### src/core_config.svh
`ifndef CORE_CONFIG_SVH
`define CORE_CONFIG_SVH

`define XLEN       32 // one machine word.
`define REG_COUNT  32
`define DMEM_WORDS 64 // data memory depth in words.
`define IMEM_AW    8  // instruction memory word address bits.

`endif

### src/core_pkg.sv
`include "core_config.svh"

package core_pkg;

    localparam int REG_AW = $clog2(`REG_COUNT);

    typedef logic [`XLEN-1:0] word_t;
    typedef logic [REG_AW-1:0] reg_addr_t;

    typedef enum logic [3:0] {
        ALU_ADD    = 4'd0,
        ALU_SUB    = 4'd1,
        ALU_AND    = 4'd2,
        ALU_OR     = 4'd3,
        ALU_XOR    = 4'd4,
        ALU_SLT    = 4'd5,
        ALU_SLTU   = 4'd6,
        ALU_SLL    = 4'd7,
        ALU_SRL    = 4'd8,
        ALU_SRA    = 4'd9,
        ALU_PASS_B = 4'd10 // used by lui.
    } alu_op_t;

    typedef enum logic [1:0] {
        RES_ALU = 2'd0,
        RES_MEM = 2'd1,
        RES_PC4 = 2'd2
    } result_src_t;

    typedef enum logic [2:0] {
        IMM_I = 3'd0,
        IMM_S = 3'd1,
        IMM_B = 3'd2,
        IMM_U = 3'd3,
        IMM_J = 3'd4
    } imm_src_t;

    typedef struct packed {
        logic        reg_write;
        logic        mem_write;
        logic        alu_src;   // second operand is the immediate.
        logic        branch;
        logic        jump;      // set for both jal and jalr.
        logic        jalr;
        result_src_t result_src;
        alu_op_t     alu_op;
        logic [2:0]  funct3;
        logic        rs1_used;
        logic        rs2_used;
    } ctrl_t;

    typedef struct packed {
        word_t pc;
        word_t instr;
    } fd_t;

    typedef struct packed {
        ctrl_t     ctrl;
        word_t     pc;
        word_t     rd1;
        word_t     rd2;
        word_t     imm_ext;
        reg_addr_t rd;
        reg_addr_t rs1;
        reg_addr_t rs2;
    } de_t;

    typedef struct packed {
        logic        reg_write;
        logic        mem_write;
        result_src_t result_src;
        logic [2:0]  funct3;
        word_t       alu_result;
        word_t       store_data;
        word_t       pc_plus4;
        reg_addr_t   rd;
    } ew_t;

    typedef struct packed {
        logic      valid;
        reg_addr_t rd;
        word_t     value;
    } wb_t;

    typedef struct packed {
        logic  taken;
        word_t target;
    } redirect_t;

endpackage

### src/result.sv
`timescale 1ns/1ps
`include "core_config.svh"

module result import core_pkg::*; (
    input  logic clk,
    input  logic arst_n,
    input  ew_t  ew,
    input  logic ew_valid,
    output wb_t  wb
);

    localparam int DMEM_AW = $clog2(`DMEM_WORDS);

    word_t              dmem [`DMEM_WORDS];
    logic [DMEM_AW-1:0] idx;
    logic               word_access;
    word_t              load_word;

    assign idx         = ew.alu_result[DMEM_AW+1:2];
    assign word_access = (ew.funct3 == 3'b010); // only lw and sw are supported.
    assign load_word   = word_access ? dmem[idx] : '0;

    always_ff @(posedge clk or negedge arst_n) begin
        if (!arst_n) begin
            for (int i = 0; i < `DMEM_WORDS; i++) begin
                dmem[i] <= '0;
            end
        end else if (ew_valid && ew.mem_write && word_access) begin
            dmem[idx] <= ew.store_data;
        end
    end

    always_comb begin
        wb.valid = ew_valid && ew.reg_write;
        wb.rd    = ew.rd;
        case (ew.result_src)
            RES_MEM: wb.value = load_word;
            RES_PC4: wb.value = ew.pc_plus4;
            default: wb.value = ew.alu_result;
        endcase
    end

endmodule

### config.mk
export PLATFORM = sky130hd
export DESIGN_NAME = result
export DESIGN_NICKNAME = d
export VERILOG_FILES = /design/src/core_pkg.sv /design/src/result.sv
export VERILOG_INCLUDE_DIRS = /design/src
export SDC_FILE = /design/constraint.sdc
export NUM_CORES = 2
export LEC_CHECK = 0
export BUFFER_PORTS_ARGS = -buffer_cell sky130_fd_sc_hd__buf_2
export CAP_MARGIN = 10
export CORE_ASPECT_RATIO = 1.25
export CORE_UTILIZATION = 35
export DETAILED_ROUTE_END_ITERATION = 7
export SYNTH_ARGS = -nofsm -noshare
export SYNTH_HDL_FRONTEND = slang
export SYNTH_SLANG_ARGS = --single-unit
### constraint.sdc
create_clock -name clk -period 2.4 [get_ports clk]
set_input_delay 0.12 -clock clk [delete_from_list [all_inputs] [get_ports clk]]
set_output_delay 0.12 -clock clk [all_outputs]
set_load 0.02 [all_outputs]
==> flow_metrics.py <==
metrics = {
    "place": {
        "place_area_sq_mm": 0.106,
        "numPortBuffers": 138,
        "dpl.hpwl_mm": 268,
        "gp_congestion": 0.948,
    },
    "timing": {
        "tightest_slew_ps": 1200,
        "report.final.slew_viol_count": 0,
        "finalCritPeriodShare": 1.36,
        "hold_viol_final": 0,
        "max_freq_ghz": 0.307,
        "maxSlewHeadroom": 0.197,
        "grt_setup_unrepaired": "true",
        "setup_viol": 32,
        "finalSetupTns_ps": -15790,
        "skew_ps": 0,
        "holdWs_ps": 25.3,
        "setup_ws_ps": -854,
        "min_period_ps": 3250,
    },
    "finish": {
        "final_area_sq_mm": 0.115,
        "layout-drive-gt1-share": 0.498,
        "reg.largest.list": "dmem x2048",
        "regMostFlops": "dmem",
        "final_common_cell": "mux2_2",
        "largest_reg_flops": 2048,
        "seqCellArea_sq_mm": 0.0512,
        "area_growth_pct": 23.4,
        "multi_input_area_sq_mm": 0.0403,
        "fillCellCount": 24000,
        "most-common-layout-cells": "mux2_2 (2073), dfrtp_1 (2048), buf_4 (647)",
        "final_nets": 7635,
    },
    "min_path": {
        "hp-class": "primary input to register",
    },
    "route": {
        "avgRoutedWirePerCell_microns": 35.9,
        "first_pass_iters": 6,
        "drcViolationCount": 0,
        "drt_iter0_drc": 7958,
        "vias": 69800,
        "vias_per_cell": 6.23,
        "totalWireLength_mm": 402,
        "ant_nets": 0,
    },
    "global_route": {
        "use_met1": 0.360,
        "track_usage": 0.294,
        "grt_max_degree": 136,
        "grt_overflow": 0,
        "antenna_found_initial": 24,
        "grt_util_met3": 0.0684,
        "met2_usage": 0.457,
        "grt_pass1_vias": 70900,
        "busiest_layer": "met2",
        "grt_first_pass_wirelength_mm": 559,
    },
    "logic_synthesis": {
        "synthCells": 6983,
        "ys.flop_type": "dfrtp_1",
        "syn_avg_cell_area_sq_um": 13.3,
        "syn_nets": 7096,
        "async_flop_share": 1.00,
        "synth-seq-cells": 2048,
        "ys_types": 72,
        "yosys_warnings": 0,
        "synthesis.area_sq_mm": 0.0929,
        "synth_edf_count": 0,
        "ys_seq_area_frac": 0.552,
    },
    "critical_path": {
        "endpoint_kind": "primary output",
        "path_class": "register to primary output",
        "arrival_ps": 3130,
        "worstPathRequired_ps": 2280,
        "path_max_fanout": 2,
        "crit_path_start_kind": "register",
    },
    "floorplan": {
        "start_util": 0.352,
        "die_area_sq_mm": 0.267,
        "die_y_microns": 578,
        "ios": 149,
        "die_w_microns": 463,
        "core-area_sq_mm": 0.264,
        "row_count": 211,
    },
    "outcome": {
        "failed_checks": "negative setup slack",
        "status": "finished with violations",
    },
    "clocking": {
        "clkSinkCount": 2048,
        "clock-root-buffer": "clkbuf_16",
        "cts_tree": "done",
        "clk_pin_slew_ps": 60,
        "clkLatencyLatePin_ps": 880,
        "cts_inserted_buffers": 203,
        "cts_buffer_depth": 4,
        "cts_max_level": 4,
    },
    "power": {
        "ir_drop_v": 0.000544,
        "power.leakage_nw": 54.2,
        "powerDensity_mw_per_mm2": 647,
    },
    "flow_run": {
        "drv_cap": 0,
    },
}
-- report_power, final --
| part | internal, mW | switching [mW] |
|---|---|---|
| Sequential | 35.0 | 0.275 |
| Clock | 18.4 | 14.1 |
| Combinational | 2.12 | 4.21 |
-- path summary, 6_finish.rpt --
check | start | end | slack [ps] | cells after the start
worst max-delay path | dmem[1666] | wb[2] | -850 | 6
worst min-delay path | ew[57] | dmem[756] | 30 | 3
worst max register to register | dmem[875] | dmem[875] | 1480 | 2
worst min register to register | dmem[73] | dmem[73] | 490 | 1
max in group asynchronous | arst_n | dmem[565] | 1360 | 4
min in group asynchronous | arst_n | dmem[1099] | 150 | 3
-- per-stage QoR --
| stage | instances | power [mW] | setup WS [ps] | utilization |
|---|---|---|---|---|
| finish | 11200 | 74.2 | -854 | 0.434 |
| global route | 11200 | 75.9 | -873 | 0.434 |
| CTS | 11200 | 74.2 | -916 | 0.432 |
| detailed placement | 10800 | 41.9 | -1210 | 0.401 |
| global placement | 10800 | 41.7 | -1280 | 0.401 |
| floorplan | 6983 | 38.2 | 84.8 | - |
-- critical path, stage by stage, from the launching register on --
cell,delay (ps)
dfrtp_1,400
a22oi_2,520
o22ai_4,220
a211oi_4,320
o311ai_4,190
o31a_1,420
buf_6,170
-- area by class of cell --
class	count	area share
flip-flops and latches	2048	0.447
multi-input cells	4161	0.352
repair buffers	1101	0.104
clock buffers	303	0.0531
well taps	3514	0.0384
clock inverters	52	0.00492
inverters	7	0.000317
diodes	11	0.000240
-- per-layer routing --
layer | vias to the layer above | share of wire
met4 | 22 | 0.084
met2 | 4045 | 0.45
met5 | - | 0.00041
met3 | 1354 | 0.093
met1 | 37100 | 0.37
li1 | 27300 | -
-- kinds of logic after synthesis --
| group | count (synthesis) | synth area share |
|---|---|---|
| mux | 2262 | 0.274 |
| flops | 2048 | 0.552 |
| fa+ha+maj | 2 | 0.000269 |
| buf+inv | 774 | 0.0372 |
| simple gates | 465 | 0.0239 |
| compound gates | 1432 | 0.113 |
-- timing repair --
action,in CTS,in global routing
setup buffers,8,5
hold buffers,22,0
resized for setup,259,117
cloned,0,0
setup endpoints to repair,32,32
hold endpoints to repair,2269,0
pin swaps,115,85
-- cells in the mapped netlist (5+ instances only) --
cell type | instances | area share
buf_2 | 268 | 0.014
o31a_1 | 8 | 0.00075
and2_1 | 5 | 0.00034
buf_4 | 41 | 0.0033
o22ai_1 | 229 | 0.015
or4_1 | 10 | 0.00081
o21ai_0 | 125 | 0.0067
o22a_1 | 10 | 0.00094
a21oi_1 | 92 | 0.0050
o211a_1 | 5 | 0.00054
nand3_1 | 26 | 0.0014
a22o_1 | 48 | 0.0045
a31oi_1 | 9 | 0.00061
a221oi_1 | 199 | 0.019
buf_6 | 8 | 0.00097
clkbuf_1 | 300 | 0.012
o32ai_1 | 5 | 0.00047
nor4_1 | 36 | 0.0024
nand2b_1 | 5 | 0.00034
nor3_1 | 60 | 0.0032
dfrtp_1 | 2048 | 0.55
a221o_1 | 37 | 0.0040
mux4_2 | 8 | 0.0019
mux2_2 | 2085 | 0.25
buf_1 | 150 | 0.0061
mux2_1 | 49 | 0.0059
a222oi_1 | 11 | 0.0012
nor2_2 | 12 | 0.00081
inv_1 | 5 | 0.00020
a2111oi_0 | 7 | 0.00066
nand2_1 | 126 | 0.0051
nor2b_1 | 10 | 0.00067
and3_1 | 7 | 0.00047
a22oi_1 | 563 | 0.046
mux2i_1 | 120 | 0.013
nor2_1 | 132 | 0.0053
a32oi_1 | 13 | 0.0012
o2bb2ai_1 | 18 | 0.0017
o221ai_1 | 15 | 0.0014
a211oi_1 | 8 | 0.00065
nand4_1 | 7 | 0.00047
or3_1 | 8 | 0.00054
Note: power is estimated with default switching activity, not from simulation.
