<file path="src/core_config.svh">
`ifndef CORE_CONFIG_SVH
`define CORE_CONFIG_SVH

`define XLEN       32 // one machine word.
`define REG_COUNT  32
`define DMEM_WORDS 64 // data memory depth in words.
`define IMEM_AW    8  // instruction memory word address bits.

`endif

</file>
<file path="src/core_pkg.sv">
`include "core_config.svh"

package core_pkg;

    localparam int REG_AW = $clog2(`REG_COUNT);

    typedef logic [`XLEN-1:0] word_t;
    typedef logic [REG_AW-1:0] reg_addr_t;

    typedef enum logic [3:0] {
        ALU_ADD    = 4'd0,
        ALU_SUB    = 4'd1,
        ALU_AND    = 4'd2,
        ALU_OR     = 4'd3,
        ALU_XOR    = 4'd4,
        ALU_SLT    = 4'd5,
        ALU_SLTU   = 4'd6,
        ALU_SLL    = 4'd7,
        ALU_SRL    = 4'd8,
        ALU_SRA    = 4'd9,
        ALU_PASS_B = 4'd10 // used by lui.
    } alu_op_t;

    typedef enum logic [1:0] {
        RES_ALU = 2'd0,
        RES_MEM = 2'd1,
        RES_PC4 = 2'd2
    } result_src_t;

    typedef enum logic [2:0] {
        IMM_I = 3'd0,
        IMM_S = 3'd1,
        IMM_B = 3'd2,
        IMM_U = 3'd3,
        IMM_J = 3'd4
    } imm_src_t;

    typedef struct packed {
        logic        reg_write;
        logic        mem_write;
        logic        alu_src;   // second operand is the immediate.
        logic        branch;
        logic        jump;      // set for both jal and jalr.
        logic        jalr;
        result_src_t result_src;
        alu_op_t     alu_op;
        logic [2:0]  funct3;
        logic        rs1_used;
        logic        rs2_used;
    } ctrl_t;

    typedef struct packed {
        word_t pc;
        word_t instr;
    } fd_t;

    typedef struct packed {
        ctrl_t     ctrl;
        word_t     pc;
        word_t     rd1;
        word_t     rd2;
        word_t     imm_ext;
        reg_addr_t rd;
        reg_addr_t rs1;
        reg_addr_t rs2;
    } de_t;

    typedef struct packed {
        logic        reg_write;
        logic        mem_write;
        result_src_t result_src;
        logic [2:0]  funct3;
        word_t       alu_result;
        word_t       store_data;
        word_t       pc_plus4;
        reg_addr_t   rd;
    } ew_t;

    typedef struct packed {
        logic      valid;
        reg_addr_t rd;
        word_t     value;
    } wb_t;

    typedef struct packed {
        logic  taken;
        word_t target;
    } redirect_t;

endpackage

</file>
<file path="src/fetch.sv">
`timescale 1ns/1ps
`include "core_config.svh"

module fetch import core_pkg::*; (
    input  logic                clk,
    input  logic                arst_n,
    input  redirect_t           redirect,
    input  logic [`XLEN-1:0]    instr,
    output logic [`IMEM_AW-1:0] instr_addr,
    output fd_t                 fd
);

    word_t pc;

    always_ff @(posedge clk or negedge arst_n) begin
        if (!arst_n) begin
            pc <= '0;
        end else begin
            pc <= redirect.taken ? redirect.target : pc + word_t'(4);
        end
    end

    assign instr_addr = pc[`IMEM_AW+1:2]; // byte address to word address.
    assign fd.pc      = pc;
    assign fd.instr   = instr;

endmodule

</file>
<file path="config.mk">
export PLATFORM = sky130hd
export DESIGN_NAME = fetch
export DESIGN_NICKNAME = d
export VERILOG_FILES = /design/src/core_pkg.sv /design/src/fetch.sv
export VERILOG_INCLUDE_DIRS = /design/src
export SDC_FILE = /design/constraint.sdc
export NUM_CORES = 1
export LEC_CHECK = 0
export BUFFER_PORTS_ARGS = -buffer_cell sky130_fd_sc_hd__buf_2
export CAP_MARGIN = 20
export CORE_UTILIZATION = 40
export DETAILED_ROUTE_END_ITERATION = 10
export HOLD_SLACK_MARGIN = 0.08
export PLACE_DENSITY_LB_ADDON = 0.15
export SLEW_MARGIN = 25
export SYNTH_ARGS = -nofsm -noshare
export SYNTH_HDL_FRONTEND = slang
export SYNTH_SLANG_ARGS = --single-unit
</file>
<file path="constraint.sdc">
create_clock -name clk -period 2.5 [get_ports clk]
set_clock_uncertainty 0.05 [all_clocks]
set_input_delay 0.5 -clock clk [delete_from_list [all_inputs] [get_ports clk]]
set_output_delay 0.5 -clock clk [all_outputs]
set_load 0.1 [all_outputs]
</file>
==> results.cfg, run 1 <==
[setup_path]
r2r_start = pc[5]
critPathLaunch = pc[5]
critPathLaunchType = register
worstRegToRegCells = 4
worstSetupEndpoint = pc[31]
crit_required_ns = 2.66
reg2reg_to = pc[31]
reg2reg_setup_slack_ns = 0.44
end_kind = register
crit_fanout = 16
critPathKind = reg2reg
worstPathArrival_ns = 2.23

[detailed_routing]
wl_mm = 4.54
dr_total_vias = 1744
drt_iter0_markers = 103
drc_errors = 0
wire_per_inst_um = 13.6
ant_nets = 0
firstDrtPassIters = 4
vias_per_cell = 5.22

[floorplanning]
dieHeight_um = 74.7
core_mm2 = 0.00511
start_util = 0.414
rows = 26
dieWidth_um = 74.7
ioPinCount = 139
die_area_mm2 = 0.00558

[timing]
hold_ws_ns = 0.217
setup_slack_ns = 0.436
fin_crit_sh = 0.825
finalSetupViolations = 0
fin_setup_tns_ns = 0
rsz0062_at_grt = no
fmax_ghz = 0.485
slew_violations = 0
maxSlewHeadroom = 0.505
tightest_slew_ns = 0.742
fin_crit_ns = 2.06
finalHoldViolations = 0

[cts]
cts_buffers = 5
cts_tree = built
holdBufCountCts = 0
clk_pin_slew_ns = 0.08
cts-root-buf = clkbuf_8
cts_resized = 0
clock_path_buffers = 2
htree_num_levels = 2
postCtsSetupBuffers = 0
cts.sinks = 32
clk_latency_ns = 0.29

[grt]
grt_util_met3 = 0.0375
met2_usage = 0.260
first_global_vias = 1463
grt_use_total = 0.173
grt_max_degree = 35
met1_usage = 0.241
antenna_found_initial = 0
busiest_layer = met2
grt_pass1_wl_mm = 7.21
grt_overflow_total = 0

[layout]
fin_nets = 331
layoutNonFillerInstCount = 334
regArea_um2 = 803
n_antenna_cell = 0
nFillCells = 555
multi_input_area_um2 = 916
top_regs = pc x32
area_delta_synth_final_pct = 9.29
drive_above_1_share = 0.352
top_register = pc
largest_reg_flops = 32
fin_area_mm2 = 0.00231

[pwr]
leakage_nw = 1.03
ir_worst_vdd_mv = 0.323
powerDensity_mw_per_mm2 = 814

[logic_synthesis]
synth_cell_types = 29
yosysWarnings = 0
syn_area_per_cell_um2 = 9.00
ys_ff_latch = 32
syn_nets = 303
syn_area_mm2 = 0.00211
synthCells = 235
seq_area_frac_synth = 0.379

[placement]
place_area_mm2 = 0.00220
gp_congestion = 0.712
io_buffers = 74
place_hpwl_mm = 3.18
dp_cells = 326
dp_worst_setup_slack_ns = 0.456

[status]
status = completed

[job]
drv_cap = 0

[min_path]
hp-class = in2async
-- layout by cell type, fill, tap and decap left out --
cell type	instances
or2_2	1
nand4_2	2
nand4_1	8
nand2_4	1
dfrtp_1	30
or4_1	14
buf_4	2
o211ai_1	3
clkinv_2	1
nand2_1	23
buf_2	74
inv_1	3
o31ai_1	12
mux2_2	3
o21ai_0	14
dfrtp_2	2
a31oi_1	14
nand3_1	9
xor2_1	9
clkbuf_8	5
ha_1	1
and4_1	4
and2_1	3
bufinv_16	1
nor2_1	14
o311ai_0	1
xnor2_1	2
nand4_4	1
or3_1	3
clkbuf_1	1
and3_1	3
-- layout make-up --
cell class / instances / area share
inverters: 3 / 0.00487
repair buffers: 76 / 0.167
clock buffers: 6 / 0.0314
well taps: 70 / 0.0379
multi-input cells: 145 / 0.396
clock inverters: 2 / 0.0152
flip-flops and latches: 32 / 0.348
-- critical path, stage by stage (launching register included) --
cell and delay, ns:
dfrtp_1 0.45, and4_1 0.48, nand4_4 0.29, or4_1 0.56, a31oi_1 0.17
-- power by group --
group	switching, mW	internal (mW)	total, mW
Sequential	0.0696	0.570	0.639
Combinational	0.622	0.122	0.744
Clock	0.203	0.296	0.498
Total	0.894	0.988	1.88
-- Yosys cell counts, drive strengths merged --
library cell  number  area (um2)
or2                1        6.26
o21ai             14        70.1
nand3              9        45.0
and3               3        18.8
nor2              14        52.6
or4               14         105
xor2               9        78.8
buf               46         343
a31oi             14        87.6
nand2             24        97.6
and4               4        35.0
o31ai             12        90.1
nand4             11        96.3
and2               3        18.8
inv                3        11.3
mux2               3        33.8
xnor2              2        17.5
dfrtp             32         801
ha                 1        12.5
o311ai             1        8.76
or3                3        18.8
clkbuf             9        43.8
o211ai             3        22.5
-- cell families (layout without fill, tap and decap cells) --
| family | Yosys count | in the layout | synth area share |
|---|---|---|---|
| AOI/OAI and AO/OA | 44 | 44 | 0.132 |
| DFF | 32 | 32 | 0.379 |
| xor gates and xnor gates | 11 | 11 | 0.0456 |
| muxes | 3 | 3 | 0.0160 |
| buffers and inverters | 58 | 87 | 0.188 |
| and+or+nand+nor | 86 | 86 | 0.234 |
| adders and majority gates | 1 | 1 | 0.00592 |
-- routing by layer --
layer	part of all wire	wire length (um)
met1	0.48	2160
met5	0	0
met3	0.054	245
met4	0.021	97
met2	0.45	2040
-- how the worst min path moves through the flow --
stage | startpoint | to | slack (ns) | cells past startpoint
floorplan | arst_n | pc[0] | 0.15 | 0
global placement | pc[0] | pc[0] | 0.44 | 1
detailed placement | pc[0] | pc[0] | 0.44 | 1
CTS | arst_n | pc[20] | 0.25 | 1
global route | arst_n | pc[20] | 0.28 | 1
finish | arst_n | pc[20] | 0.22 | 1
-- metrics by stage --
| stage | total power, mW | utilization |
|---|---|---|
| after floorplan | 1.52 | - |
| after global placement | 1.39 | 0.431 |
| after detailed placement | 1.40 | 0.431 |
| after CTS | 1.90 | 0.452 |
| after global routing | 1.96 | 0.452 |
| final | 1.88 | 0.452 |
Note: power is estimated with default switching activity, not from simulation.
==> run 2, diff against run 1 <==
Clock period 2.5 ns to 2 ns, I/O delays scaled along.
==> results.cfg, run 2 (synthesis gave the netlist of run 1 again) <==
[status]
status = completed

[grt]
busiest_layer = met2
grt_use_total = 0.182
grt_util_met3 = 0.0455
grt_max_degree = 33
met1_usage = 0.235
antenna_found_initial = 0
met2_usage = 0.287
grt_pass1_wl_mm = 7.60
first_global_vias = 1572
grt_overflow_total = 0

[setup_path]
crit_fanout = 12
worstPathArrival_ns = 2.00
cp_slowest_cell = or4_1
critPathLaunchType = register
max_stage_delay_ns = 0.52
critPathKind = reg2reg
crit_path_cell_trace = and4_1 -> buf_4 -> nand2_4 -> or4_1 -> a31oi_1
end_kind = register
crit_required_ns = 2.15

[detailed_routing]
drc_errors = 0
dr_total_vias = 1758
wl_mm = 4.94
vias_per_cell = 5.17
firstDrtPassIters = 4
ant_nets = 0
drt_iter0_markers = 59
wire_per_inst_um = 14.5

[cts]
cts_tree = built
cts.sinks = 32
clk_latency_ns = 0.28
cts-root-buf = clkbuf_8
clock_path_buffers = 2
htree_num_levels = 2
holdBufCountCts = 0
clk_pin_slew_ns = 0.07
cts_buffers = 5

[placement]
place_area_mm2 = 0.00232
gp_congestion = 0.808
place_hpwl_mm = 3.55
io_buffers = 74
dp_worst_setup_slack_ns = 0.106

[layout]
final_cell_mix = 74 x buf_2, 23 x nand2_1, 15 x dfrtp_2
top_register = pc
final_common_cell = buf_2
post-route-util = 0.480
area_delta_synth_final_pct = 16.0
fin_area_mm2 = 0.00245
fin_nets = 337
drive_above_1_share = 0.463
top_regs = pc x32
n_antenna_cell = 0
largest_reg_flops = 32

[floorplanning]
start_util = 0.414
core_mm2 = 0.00511
rows = 26
die_area_mm2 = 0.00558
ioPinCount = 139
dieWidth_um = 74.7
dieHeight_um = 74.7

[timing]
slew_violations = 0
setup_slack_ns = 0.146
tightest_slew_ns = 0.501
rsz0062_at_grt = no
finalSetupViolations = 0
maxSlewHeadroom = 0.668
fin_crit_ns = 1.85
finalHoldViolations = 0
fmax_ghz = 0.539
fin_crit_sh = 0.927
fin_setup_tns_ns = 0

[pwr]
powerDensity_mw_per_mm2 = 1000
ir_worst_vdd_mv = 0.373
leakage_nw = 1.04
power.total_mw = 2.45

[min_path]
hp-class = in2async

[job]
drv_cap = 0
[run 2: cell count changes in the layout (fill, tap and decap cells not counted)]
cell and delta:
dfrtp_2 +13, nand4_4 +1, clkbuf_1 -1, dfrtp_1 -24, dfrtp_4 +11, ha_4 +1
clkinv_2 -1, clkbuf_8 +2, buf_4 +6, nand4_2 -1, ha_1 -1
[run 2: path summary, 6_finish.rpt]
kind | to | depth (start not counted) | slack, ns | start
max | pc[23] | 5 | 0.15 | pc[5]
min reg2reg | pc[0] | 1 | 0.46 | pc[0]
min | pc[17] | 2 | 0.08 | arst_n
min in group clk | pc[4] | 3 | 0.27 | redirect[4]
max reg2reg | pc[23] | 5 | 0.15 | pc[5]
max in group asynchronous | pc[19] | 2 | 1.47 | arst_n
[run 2: layout make-up]
type                       instances  area [um2]
inverter                           3        11.3
multi-input combinational        145         937
tap                               70        87.6
sequential                        32         861
clock buffer                       7        96.3
timing repair buffer              82         430
fill                             503        2650
clock inverter                     1        30.0
[run 2: per-stage QoR]
stage          std cells  hold WS (ns)
4_1_cts              340        0.0952
2_1_floorplan        235        0.0544
3_3_place_gp         332         0.409
6_report             340        0.0808
5_1_grt              340         0.120
3_5_place_dp         332         0.404
[run 2: layer usage]
layer	routed length [um]	vias up
met1	2260	817
met4	135	0
met3	299	21
met2	2250	49
li1	-	871
met5	0	-
[run 2: power breakdown]
group / internal (mW) / leakage (nW) / switching (mW)
Clock: 0.440 / 0.0645 / 0.247
Sequential: 0.734 / 0.346 / 0.0907
Combinational: 0.161 / 0.626 / 0.781
[run 2: worst max-delay path, delay by kind of cell, from the launching register on]
| kind | cells | cell delay [ns] |
|---|---|---|
| compound gates | 1 | 0.17 |
| simple gates | 3 | 0.90 |
| flops | 1 | 0.46 |
| buf+inv | 1 | 0.19 |
[run 2: what timing repair did]
action | CTS | global route
setup endpoints to repair | 0 | 1
resized for setup | 0 | 1
setup buffers | 0 | 0
hold endpoints to repair | 0 | 0
==> run 3, diff against run 2 <==
Settings changed: CORE_ASPECT_RATIO set to 0.8.
==> results.cfg, run 3 (synthesis gave the netlist of run 1 again) <==
[layout]
largest_reg_flops = 32
fin_nets = 336
drive_above_1_share = 0.465
regArea_um2 = 861
multi_input_area_um2 = 948
final_common_cell = buf_2
final_cell_mix = 74 x buf_2, 23 x nand2_1, 15 x dfrtp_2
nFillCells = 521
top_regs = pc x32
area_delta_synth_final_pct = 14.5
n_antenna_cell = 0
fin_area_mm2 = 0.00242
top_register = pc

[grt]
first_global_vias = 1536
grt_overflow_total = 0
grt_max_degree = 33
grt_use_total = 0.167
grt_pass1_wl_mm = 7.31
antenna_found_initial = 0

[setup_path]
worstPathArrival_ns = 1.99
crit_fanout = 16
r2r_start = pc[5]
critPathKind = reg2reg
reg2reg_to = pc[26]
reg2reg_setup_slack_ns = 0.16
critPathLaunchType = register
end_kind = register
crit_required_ns = 2.15
worstRegToRegCells = 4

[cts]
holdBufCountCts = 0
cts.sinks = 32
clk_latency_ns = 0.28
clk_pin_slew_ns = 0.07
htree_num_levels = 2
cts-root-buf = clkbuf_8
cts_buffers = 5
cts_tree = built
clock_path_buffers = 2

[timing]
fmax_ghz = 0.543
fin_crit_sh = 0.922
slew_violations = 0
hold_ws_ns = 0.0864
finalHoldViolations = 0
tightest_slew_ns = 0.503
maxSlewHeadroom = 0.667
rsz0062_at_grt = no
fin_setup_tns_ns = 0
fin_crit_ns = 1.84
finalSetupViolations = 0

[floorplanning]
start_util = 0.420
rows = 23
die_area_mm2 = 0.00558
ioPinCount = 139
dieHeight_um = 67.0
core_mm2 = 0.00504
dieWidth_um = 83.3

[pwr]
power.total_mw = 2.32
power_frac_clock = 0.237
p_sw_mw = 1.11
p_comb_frac = 0.407
power_frac_seq = 0.355
ir_worst_vdd_mv = 0.402
p_int_mw = 1.21
powerDensity_mw_per_mm2 = 959
p_sw_frac = 0.478
leakage_nw = 1.02

[placement]
io_buffers = 74
gp_congestion = 0.734
place_area_mm2 = 0.00230
place_hpwl_mm = 3.35

[detailed_routing]
ant_nets = 0
vias_per_cell = 5.28
dr_total_vias = 1748
firstDrtPassIters = 4
drt_iter0_markers = 95
drc_errors = 0
wire_per_inst_um = 14.1
wl_mm = 4.65

[job]
drv_cap = 0

[status]
status = completed

[min_path]
hp-class = in2async
==> run 3: final cells by class <==
class | instances | area share
well taps | 62 | 0.0320
flip-flops and latches | 32 | 0.356
inverters | 3 | 0.00465
clock buffers | 8 | 0.0413
multi-input cells | 145 | 0.392
repair buffers | 81 | 0.175
==> run 3: worst max path at each step <==
stage	from	to	slack [ns]	cells past startpoint
finish	pc[5]	pc[26]	0.16	4
global route	pc[5]	pc[26]	0.02	4
CTS	pc[10]	pc[31]	0.07	4
detailed placement	pc[11]	pc[31]	0.08	4
global placement	pc[11]	pc[31]	0.12	4
floorplan	pc[2]	pc[30]	-0.05	7
==> run 3: through the flow <==
stage / cells / util / setup WS (ns)
after CTS: 331 / 0.477 / 0.0717
after global routing: 331 / 0.481 / 0.0169
after global placement: 323 / 0.457 / 0.116
final: 331 / 0.481 / 0.157
after detailed placement: 323 / 0.457 / 0.0783
after floorplan: 235 / - / -0.0458
==> run 3: per-layer routing <==
metal  GRT usage  vias to the layer above  part of all wire
met4      0.0754                        0             0.012
met5           0                        -                 0
met3      0.0384                       10             0.060
met2       0.265                       58              0.45
li1            -                      875                 -
met1       0.217                      805              0.48
==> run 3: critical path, stage by stage, from the launching register on <==
cell and delay, ns:
dfrtp_4 0.45, and4_2 0.32, nand4_4 0.22, or4_1 0.52, a31oi_1 0.19
==> run 3: what timing repair did <==
item | in CTS | in global routing
setup buffers | 0 | 0
setup endpoints to repair | 0 | 11
resized for setup | 0 | 4
==> run 3: power by group through the flow <==
stage | logic, mW | registers [mW] | clock network, mW
3_5_place_dp | 0.948 | 0.836 | 0
6_report | 0.945 | 0.825 | 0.551
5_1_grt | 0.983 | 0.840 | 0.594
4_1_cts | 0.950 | 0.823 | 0.572
2_1_floorplan | 0.639 | 1.30 | 0
3_3_place_gp | 0.947 | 0.833 | 0
